--- config.mk ---
export PLATFORM = sky130hd
export DESIGN_NAME = icache_top
export DESIGN_NICKNAME = d
export VERILOG_FILES = /design/src/verilog/icache_pkg.sv /design/src/verilog/icache_top.sv /design/src/verilog/prefetch_ctrl.sv /design/src/verilog/mem_tag_table.sv /design/src/verilog/icache_array.sv /design/src/verilog/fetch_stage.sv
export SDC_FILE = /design/constraint.sdc
export NUM_CORES = 2
export LEC_CHECK = 0
export BUFFER_PORTS_ARGS = -buffer_cell sky130_fd_sc_hd__buf_4
export CAP_MARGIN = 20
export CORE_UTILIZATION = 35
export DETAILED_ROUTE_END_ITERATION = 16
export PLACE_DENSITY = 0.55
export REMOVE_ABC_BUFFERS = 1
export SLEW_MARGIN = 20
export SYNTH_ARGS = -nofsm -noshare
export SYNTH_HDL_FRONTEND = slang
export SYNTH_SLANG_ARGS = --single-unit
--- constraint.sdc ---
create_clock -name i_clock -period 15.25 [get_ports i_clock]
set_input_delay 1.525 -clock i_clock [delete_from_list [all_inputs] [get_ports i_clock]]
set_output_delay 1.525 -clock i_clock [all_outputs]
set_load 0.005 [all_outputs]
--- src/verilog/icache_pkg.sv ---
package icache_pkg;

  // Slot 0 of the memory tag space means "no tag".
  localparam int MEM_TAGS = 16;

  // --------------------------------------------------
  // Enumerations
  // --------------------------------------------------

  typedef enum logic [1:0] {
    BUS_NONE  = 2'h0,
    BUS_LOAD  = 2'h1,
    BUS_STORE = 2'h2
  } mem_command_e;

  typedef enum logic {
    FETCH_IDLE = 1'b0,
    FETCH_RUN  = 1'b1
  } fetch_state_e;

  // --------------------------------------------------
  // Bus and fetch structures
  // --------------------------------------------------

  typedef struct packed {
    mem_command_e command;
    logic [63:0]  addr;
  } mem_req_t;

  // A nonzero response accepts the request under that tag.
  // A nonzero tag marks the data as the return for that tag.
  typedef struct packed {
    logic [3:0]  response;
    logic [63:0] data;
    logic [3:0]  tag;
  } mem_resp_t;

  typedef struct packed {
    logic        valid;
    logic [63:0] pc;
    logic [63:0] inst;
  } fetch_out_t;

endpackage
--- src/verilog/icache_top.sv ---
`timescale 1ns/1ps

module icache_top import icache_pkg::*; #(
  parameter int NUM_LINES = 32,
  parameter int ADDR_BITS = 16
) (
  input  logic        i_clock,
  input  logic        i_reset,
  input  logic        i_redirect,
  input  logic [63:0] i_redirect_pc,
  input  logic        i_stall,
  input  mem_resp_t   i_mem_resp,
  output mem_req_t    o_mem_req,
  output fetch_out_t  o_fetch
);

  localparam int IDX_BITS = $clog2(NUM_LINES);
  localparam int TAG_BITS = ADDR_BITS - 3 - IDX_BITS;

  logic [63:0]         fetch_addr;
  logic                running;
  logic                hit;
  logic [63:0]         hit_data;
  logic                tag_match;
  logic                in_window;
  logic [IDX_BITS-1:0] tail_idx;
  logic [TAG_BITS-1:0] tail_tag;
  logic                accept;
  logic [IDX_BITS-1:0] accept_idx;
  logic [TAG_BITS-1:0] accept_tag;
  logic                fill;
  logic [IDX_BITS-1:0] fill_idx;
  logic [TAG_BITS-1:0] fill_tag;

  fetch_stage u_fetch (
    .i_clock       (i_clock),
    .i_reset       (i_reset),
    .i_redirect    (i_redirect),
    .i_redirect_pc (i_redirect_pc),
    .i_stall       (i_stall),
    .i_hit         (hit),
    .i_hit_data    (hit_data),
    .o_fetch_addr  (fetch_addr),
    .o_fetch       (o_fetch),
    .o_running     (running)
  );

  icache_array #(.NUM_LINES(NUM_LINES), .ADDR_BITS(ADDR_BITS)) u_array (
    .i_clock      (i_clock),
    .i_reset      (i_reset),
    .i_fetch_addr (fetch_addr),
    .i_in_window  (in_window),
    .i_fill       (fill),
    .i_fill_idx   (fill_idx),
    .i_fill_tag   (fill_tag),
    .i_fill_data  (i_mem_resp.data),
    .i_tail_idx   (tail_idx),
    .o_hit        (hit),
    .o_hit_data   (hit_data),
    .o_tag_match  (tag_match),
    .o_tail_tag   (tail_tag)
  );

  mem_tag_table #(.NUM_LINES(NUM_LINES), .ADDR_BITS(ADDR_BITS)) u_table (
    .i_clock      (i_clock),
    .i_reset      (i_reset),
    .i_accept     (accept),
    .i_resp_tag   (i_mem_resp.response),
    .i_accept_idx (accept_idx),
    .i_accept_tag (accept_tag),
    .i_ret_tag    (i_mem_resp.tag),
    .o_fill       (fill),
    .o_fill_idx   (fill_idx),
    .o_fill_tag   (fill_tag)
  );

  prefetch_ctrl #(.NUM_LINES(NUM_LINES), .ADDR_BITS(ADDR_BITS)) u_prefetch (
    .i_clock      (i_clock),
    .i_reset      (i_reset),
    .i_running    (running),
    .i_fetch_addr (fetch_addr),
    .i_tag_match  (tag_match),
    .i_tail_tag   (tail_tag),
    .i_resp_tag   (i_mem_resp.response),
    .o_mem_req    (o_mem_req),
    .o_in_window  (in_window),
    .o_tail_idx   (tail_idx),
    .o_accept     (accept),
    .o_accept_idx (accept_idx),
    .o_accept_tag (accept_tag)
  );

endmodule

--- src/verilog/prefetch_ctrl.sv ---
`timescale 1ns/1ps

module prefetch_ctrl import icache_pkg::*; #(
  parameter  int NUM_LINES = 32,
  parameter  int ADDR_BITS = 16,
  localparam int IDX_BITS  = $clog2(NUM_LINES),
  localparam int TAG_BITS  = ADDR_BITS - 3 - IDX_BITS
) (
  input  logic                i_clock,
  input  logic                i_reset,
  input  logic                i_running,
  input  logic [63:0]         i_fetch_addr,
  input  logic                i_tag_match,
  input  logic [TAG_BITS-1:0] i_tail_tag,
  input  logic [3:0]          i_resp_tag,
  output mem_req_t            o_mem_req,
  output logic                o_in_window,
  output logic [IDX_BITS-1:0] o_tail_idx,
  output logic                o_accept,
  output logic [IDX_BITS-1:0] o_accept_idx,
  output logic [TAG_BITS-1:0] o_accept_tag
);

  logic [IDX_BITS-1:0] head;
  logic [IDX_BITS-1:0] tail;
  logic [IDX_BITS-1:0] next_head;
  logic [IDX_BITS-1:0] next_tail;
  logic [IDX_BITS-1:0] fetch_idx;
  logic [TAG_BITS-1:0] fetch_tag;
  logic [IDX_BITS-1:0] head_dist;
  logic [IDX_BITS-1:0] tail_dist;
  logic [IDX_BITS-1:0] tail_step;
  logic                window_hit;

  assign fetch_idx = i_fetch_addr[IDX_BITS+2:3];
  assign fetch_tag = i_fetch_addr[ADDR_BITS-1:IDX_BITS+3];

  // Distances are taken modulo the line count so the window may wrap.
  assign head_dist   = fetch_idx - head;
  assign tail_dist   = tail - head;
  assign o_in_window = (head_dist <= tail_dist);
  assign window_hit  = o_in_window && i_tag_match;
  assign tail_step   = tail + 1'b1;

  assign o_accept   = i_running && (i_resp_tag != 4'h0);
  assign o_tail_idx = tail;

  // --------------------------------------------------
  // Request choice
  // --------------------------------------------------

  always_comb begin
    o_mem_req.command = i_running ? BUS_LOAD : BUS_NONE;
    if (window_hit) begin
      o_mem_req.addr = {{(64-ADDR_BITS){1'b0}}, i_tail_tag, tail, 3'b000};
      o_accept_idx   = tail;
      o_accept_tag   = i_tail_tag;
    end else begin
      o_mem_req.addr = {{(64-ADDR_BITS){1'b0}}, fetch_tag, fetch_idx, 3'b000};
      o_accept_idx   = fetch_idx;
      o_accept_tag   = fetch_tag;
    end
  end

  // --------------------------------------------------
  // Window update
  // --------------------------------------------------

  always_comb begin
    next_head = head;
    next_tail = tail;
    if (i_running) begin
      if (window_hit) begin
        if (o_accept && (tail_step != head)) begin
          next_tail = tail_step;
        end
      end else begin
        // A miss restarts the window at the fetch line.
        next_head = fetch_idx;
        next_tail = o_accept ? fetch_idx + 1'b1 : fetch_idx;
      end
    end
  end

  always_ff @(posedge i_clock) begin
    if (i_reset) begin
      head <= '0;
      tail <= '0;
    end else begin
      head <= next_head;
      tail <= next_tail;
    end
  end

  // A prefetch takes its tag from the array, so the load address is only as
  // known as the line it names.
  a_load_addr_known: assert property (
    @(posedge i_clock) disable iff (i_reset)
    (o_mem_req.command == BUS_LOAD) |-> !$isunknown(o_mem_req.addr)
  ) else $error("prefetch_ctrl: load issued with an unknown address");

endmodule

--- src/verilog/mem_tag_table.sv ---
`timescale 1ns/1ps

module mem_tag_table import icache_pkg::*; #(
  parameter  int NUM_LINES = 32,
  parameter  int ADDR_BITS = 16,
  localparam int IDX_BITS  = $clog2(NUM_LINES),
  localparam int TAG_BITS  = ADDR_BITS - 3 - IDX_BITS
) (
  input  logic                i_clock,
  input  logic                i_reset,
  input  logic                i_accept,
  input  logic [3:0]          i_resp_tag,
  input  logic [IDX_BITS-1:0] i_accept_idx,
  input  logic [TAG_BITS-1:0] i_accept_tag,
  input  logic [3:0]          i_ret_tag,
  output logic                o_fill,
  output logic [IDX_BITS-1:0] o_fill_idx,
  output logic [TAG_BITS-1:0] o_fill_tag
);

  typedef struct packed {
    logic [IDX_BITS-1:0] idx;
    logic [TAG_BITS-1:0] tag;
  } tag_entry_t;

  tag_entry_t [MEM_TAGS-1:0] entries;
  logic [MEM_TAGS-1:0]       pending;

  always_ff @(posedge i_clock) begin
    if (i_reset) begin
      entries <= '0;
      pending <= '0;
    end else begin
      if (i_ret_tag != 4'h0) begin
        pending[i_ret_tag] <= 1'b0;
      end
      // A tag reused in its own return cycle is outstanding again.
      if (i_accept) begin
        entries[i_resp_tag].idx <= i_accept_idx;
        entries[i_resp_tag].tag <= i_accept_tag;
        pending[i_resp_tag]     <= 1'b1;
      end
    end
  end

  assign o_fill     = (i_ret_tag != 4'h0) && pending[i_ret_tag];
  assign o_fill_idx = entries[i_ret_tag].idx;
  assign o_fill_tag = entries[i_ret_tag].tag;

  // Memory only returns tags it accepted earlier and has not yet returned.
  a_ret_outstanding: assert property (
    @(posedge i_clock) disable iff (i_reset)
    (i_ret_tag != 4'h0) |-> pending[i_ret_tag]
  ) else $error("mem_tag_table: return of tag %0d not outstanding", i_ret_tag);

endmodule

--- src/verilog/icache_array.sv ---
`timescale 1ns/1ps

module icache_array #(
  parameter  int NUM_LINES = 32,
  parameter  int ADDR_BITS = 16,
  localparam int IDX_BITS  = $clog2(NUM_LINES),
  localparam int TAG_BITS  = ADDR_BITS - 3 - IDX_BITS
) (
  input  logic                i_clock,
  input  logic                i_reset,
  input  logic [63:0]         i_fetch_addr,
  input  logic                i_in_window,
  input  logic                i_fill,
  input  logic [IDX_BITS-1:0] i_fill_idx,
  input  logic [TAG_BITS-1:0] i_fill_tag,
  input  logic [63:0]         i_fill_data,
  input  logic [IDX_BITS-1:0] i_tail_idx,
  output logic                o_hit,
  output logic [63:0]         o_hit_data,
  output logic                o_tag_match,
  output logic [TAG_BITS-1:0] o_tail_tag
);

  typedef struct packed {
    logic                valid;
    logic [TAG_BITS-1:0] tag;
  } line_meta_t;

  line_meta_t [NUM_LINES-1:0] meta;
  line_meta_t [NUM_LINES-1:0] next_meta;
  logic [63:0]                data_mem [NUM_LINES];

  logic [IDX_BITS-1:0] idx;
  logic [TAG_BITS-1:0] tag;
  logic                match;
  logic [TAG_BITS-1:0] fill_line_tag;
  logic                fill_ok;

  // --------------------------------------------------
  // Lookup
  // --------------------------------------------------

  assign idx   = i_fetch_addr[IDX_BITS+2:3];
  assign tag   = i_fetch_addr[ADDR_BITS-1:IDX_BITS+3];
  assign match = (meta[idx].tag == tag);

  assign o_tag_match = match;
  assign o_hit       = meta[idx].valid && match;
  assign o_hit_data  = data_mem[idx];
  assign o_tail_tag  = meta[i_tail_idx].tag;

  // --------------------------------------------------
  // Re-tag and fill
  // --------------------------------------------------

  // The fill is checked against the tag the line holds after this
  // cycle's re-tag, so a fill racing a re-tag of its own line is dropped.
  assign fill_line_tag = (i_fill_idx == idx) ? tag : meta[i_fill_idx].tag;
  assign fill_ok       = i_fill && (i_fill_tag == fill_line_tag);

  always_comb begin
    next_meta          = meta;
    next_meta[idx].tag = tag;
    // Re-tagging a line in the window, or one that still holds data,
    // drops its contents.
    if (!match && (i_in_window || meta[idx].valid)) begin
      next_meta[idx].valid = 1'b0;
    end
    if (fill_ok) begin
      next_meta[i_fill_idx].valid = 1'b1;
    end
  end

  always_ff @(posedge i_clock) begin
    if (i_reset) begin
      meta <= '0;
    end else begin
      meta <= next_meta;
    end
  end

  always_ff @(posedge i_clock) begin
    if (fill_ok) begin
      data_mem[i_fill_idx] <= i_fill_data;
    end
  end

  a_fill_idx_known: assert property (
    @(posedge i_clock) disable iff (i_reset)
    i_fill |-> !$isunknown(i_fill_idx)
  ) else $error("icache_array: fill index unknown");

endmodule

--- src/verilog/fetch_stage.sv ---
`timescale 1ns/1ps

module fetch_stage import icache_pkg::*; (
  input  logic        i_clock,
  input  logic        i_reset,
  input  logic        i_redirect,
  input  logic [63:0] i_redirect_pc,
  input  logic        i_stall,
  input  logic        i_hit,
  input  logic [63:0] i_hit_data,
  output logic [63:0] o_fetch_addr,
  output fetch_out_t  o_fetch,
  output logic        o_running
);

  fetch_state_e state;
  logic [63:0]  pc;
  logic         out_valid;
  logic [63:0]  out_pc;
  logic [63:0]  out_inst;
  logic         take;

  // A word is taken on a hit unless the core stalls or redirects.
  assign take = (state == FETCH_RUN) && i_hit && !i_stall && !i_redirect;

  always_ff @(posedge i_clock) begin
    if (i_reset) begin
      state     <= FETCH_IDLE;
      pc        <= 64'h0;
      out_valid <= 1'b0;
    end else begin
      state     <= FETCH_RUN;
      out_valid <= take;
      if (i_redirect) begin
        pc <= i_redirect_pc;
      end else if (take) begin
        pc <= pc + 64'd8;
      end
    end
  end

  always_ff @(posedge i_clock) begin
    if (take) begin
      out_pc   <= pc;
      out_inst <= i_hit_data;
    end
  end

  always_comb begin
    o_fetch.valid = out_valid;
    o_fetch.pc    = out_pc;
    o_fetch.inst  = out_inst;
  end

  assign o_fetch_addr = pc;
  assign o_running    = (state == FETCH_RUN);

  // Delivered words stay on 8-byte boundaries across redirects.
  a_pc_aligned: assert property (
    @(posedge i_clock) disable iff (i_reset)
    o_fetch.valid |-> (o_fetch.pc[2:0] == 3'b000)
  ) else $error("fetch_stage: unaligned pc %h delivered", o_fetch.pc);

endmodule

==> results_dict.tcl <==
set metrics [dict create \
    yosys_most_used_dff "edfxtp_1" \
    relSlewSlack 0.187 \
    ys_ff_latch 2763 \
    postSynthAreaPerCell_sq_um 16.4 \
    regArea_sq_mm 0.0771 \
    num_rows 206 \
    cts_htree_levels 5 \
    synth_cells 6804 \
    start_util 0.353 \
    via_per_inst 5.67 \
    crit_arrival_ns 6.95 \
    die_width_microns 567 \
    cts_setup_buffers 0 \
    wl_microns 342000 \
    synth_top_area_cell "edfxtp_1" \
    critPathKind "flip-flop to primary output" \
    slew_viol_final 0 \
    ant_nets 0 \
    synth.top_cell.area_share 0.585 \
    cts_resized 0 \
    path_max_fanout 45 \
    cts_sinks 2763 \
    cts-hold-fix-buffers 0 \
    p_leak_nw 39.3 \
    yosysMostFrequentCell "edfxtp_1" \
    area_delta_synth_final_pct 14.8 \
    firstDrtPassIters 5 \
    dieArea_sq_mm 0.321 \
    clk_latency_ns 0.91 \
    drive_gt1_frac 0.234 \
    power_mw 16.5 \
    critPathLaunchType "flip-flop" \
    wl_per_cell_microns 29.9 \
    finalHoldViolCount 0 \
    p_per_area_mw_per_mm2 129 \
    grt_first_pass_wirelength_microns 485000 \
    place_congestion 0.921 \
    cts_tree "built" \
    fin_nets 7207 \
    final.setup_skew_ns 0.0813 \
    clock_path_buffers 4 \
    die_h_microns 567 \
    ioPinCount 335 \
    crit_required_ns 13.73 \
    grt_pass1_vias 63700 \
    fin_tns_setup_ns 0 \
    async_reset_ff_frac 0 \
    portBuffers 282 \
    period_needed_ns 8.47 \
    drc_errors 0 \
    synth_edf_count 2176 \
    syn_area_sq_mm 0.112 \
    cp-end-kind "primary output" \
    dp_hpwl_microns 214000 \
    finalCritPeriodShare 0.555 \
    ys_top_cells_by_area "edfxtp_1 (59%), mux4_2 (15%), dfxtp_1 (11%), nand2_1 (3.0%), a22oi_1 (2.3%)" \
    core_sq_mm 0.316 \
    overflow 0 \
    worstMarginPinSlew_ns 1.22 \
    vdd_drop_max_uv 94.1 \
    outcome "finished, final reports clean" \
    clk_pin_slew_ns 0.06 \
    fillerInstances 28500 \
    cts_buffers 301 \
    rsz0062_at_grt "no" \
    cts_root_buf "clkbuf_16" \
    multiInputGateArea_sq_mm 0.0326 \
    place_area_sq_mm 0.118 \
    post-route-util 0.406 \
    drtIter0Drc 7053 \
    maxCapViolations 0 \
    design_area_sq_mm 0.128 \
    via_count 64900 \
    yosys.cell_types.count 65 \
    antenna_found_initial 23 \
    worstHoldPathType "flip-flop to flip-flop" \
    yosysWarnings 0 \
    synth_common_cells "edfxtp_1 (2,176), nand2_1 (902), mux4_2 (727)" \
    setup_violations 0 \
    yosysSeqAreaShare 0.691 \
    track_usage 0.208 \
    timing.fmax_mhz 118 \
    grt_max_degree 206 \
]
[logic make-up after synthesis]
logic type / share of synthesized area
flip-flops: 0.691
AND/OR/NAND/NOR: 0.0582
AO/OA/AOI/OAI: 0.0577
multiplexers: 0.161
buffers and inverters: 0.0225
XOR/XNOR: 0.00808
adder cells (fa/ha/maj): 0.00226
other: 0.0000336
[state kept, by name, summed over array words and instances, names as in the netlist]
name                   cells
u_fetch.o_fetch_addr      64
u_prefetch.o_tail_idx      5
u_fetch.out_inst          64
u_prefetch.head            5
u_fetch.out_pc            64
u_fetch.o_running          1
u_array.data_mem        2048
u_fetch.out_valid          1
u_table.pending           15
u_array.meta             288
u_table.entries          208
[critical path: stages, from the launching register on]
cell     delay (ns)
dfxtp_4        0.57
buf_4          0.74
buf_4          0.88
mux4_2         0.61
a22oi_1        0.24
nand4_1        0.18
xnor2_1        0.22
nor4_1         0.59
o211a_1        0.30
buf_4          0.43
mux2i_2        0.96
inv_1          0.10
buf_4          0.18
[layout make-up]
cell class	instances	area share
Sequential cell	2763	0.602
Inverter	29	0.000849
Tap cell	4160	0.0406
Antenna cell	6	0.000117
Multi-Input combinational cell	3516	0.255
Clock buffer	391	0.0641
Timing Repair Buffer	437	0.0263
Clock inverter	148	0.0117
[metrics by stage]
stage | setup slack (ns) | hold slack (ns) | cells
detailed placement | 6.49 | 0.425 | 10900
floorplan | -20.59 | 0.408 | 6308
global route | 6.27 | 0.447 | 11400
CTS | 6.61 | 0.438 | 11400
finish | 6.78 | 0.434 | 11500
global placement | 6.70 | 0.414 | 10900
[path summary, 6_finish.rpt]
| check | slack [ns] | to | cells after the start | from |
|---|---|---|---|---|
| setup / recovery | 6.78 | o_mem_req[6] | 12 | u_fetch.o_fetch_addr[3] |
| hold / removal | 0.43 | u_fetch.out_pc[2] | 0 | u_fetch.o_fetch_addr[2] |
| setup reg to reg | 8.11 | u_array.data_mem[18][5] | 16 | u_table.entries[99] |
| hold reg to reg | 0.43 | u_fetch.out_pc[2] | 0 | u_fetch.o_fetch_addr[2] |
[where the power goes]
group | total [mW] | switching [mW] | internal [mW] | leakage (nW)
combinational | 1.07 | 0.731 | 0.339 | 10.2
clock | 7.22 | 3.00 | 4.22 | 4.77
sequential | 8.20 | 0.0474 | 8.15 | 24.3
total | 16.5 | 3.77 | 12.7 | 39.3
[layout by cell type, fill, tap and decap left out, types with 12 or more instances in the layout]
| master | n |
|---|---|
| nand4_1 | 94 |
| o21ai_0 | 21 |
| clkbuf_16 | 311 |
| a22oi_1 | 340 |
| clkbuf_1 | 67 |
| nor4_2 | 37 |
| clkinv_1 | 50 |
| mux2i_1 | 148 |
| ha_1 | 17 |
| nand3_1 | 74 |
| nand2_1 | 902 |
| a211oi_1 | 111 |
| clkbuf_8 | 13 |
| buf_4 | 429 |
| inv_1 | 26 |
| and3_1 | 21 |
| xor2_1 | 55 |
| dfxtp_1 | 574 |
| bufinv_16 | 24 |
| xnor2_1 | 48 |
| conb_1 | 52 |
| mux4_2 | 727 |
| o41ai_1 | 25 |
| a21oi_1 | 424 |
| inv_6 | 12 |
| nor2_1 | 196 |
| clkinv_2 | 49 |
| nor2b_1 | 23 |
| edfxtp_1 | 2176 |
| and2_1 | 38 |
[metal layers]
| metal | track usage | vias up | share of wire |
|---|---|---|---|
| li1 | - | 27300 | - |
| met1 | 0.283 | 34200 | 0.41 |
| met2 | 0.344 | 2863 | 0.49 |
| met3 | 0.0285 | 533 | 0.069 |
| met4 | 0.0660 | 6 | 0.033 |
| met5 | 0 | - | 0.00013 |
Note: power is estimated with default switching activity, not from simulation.
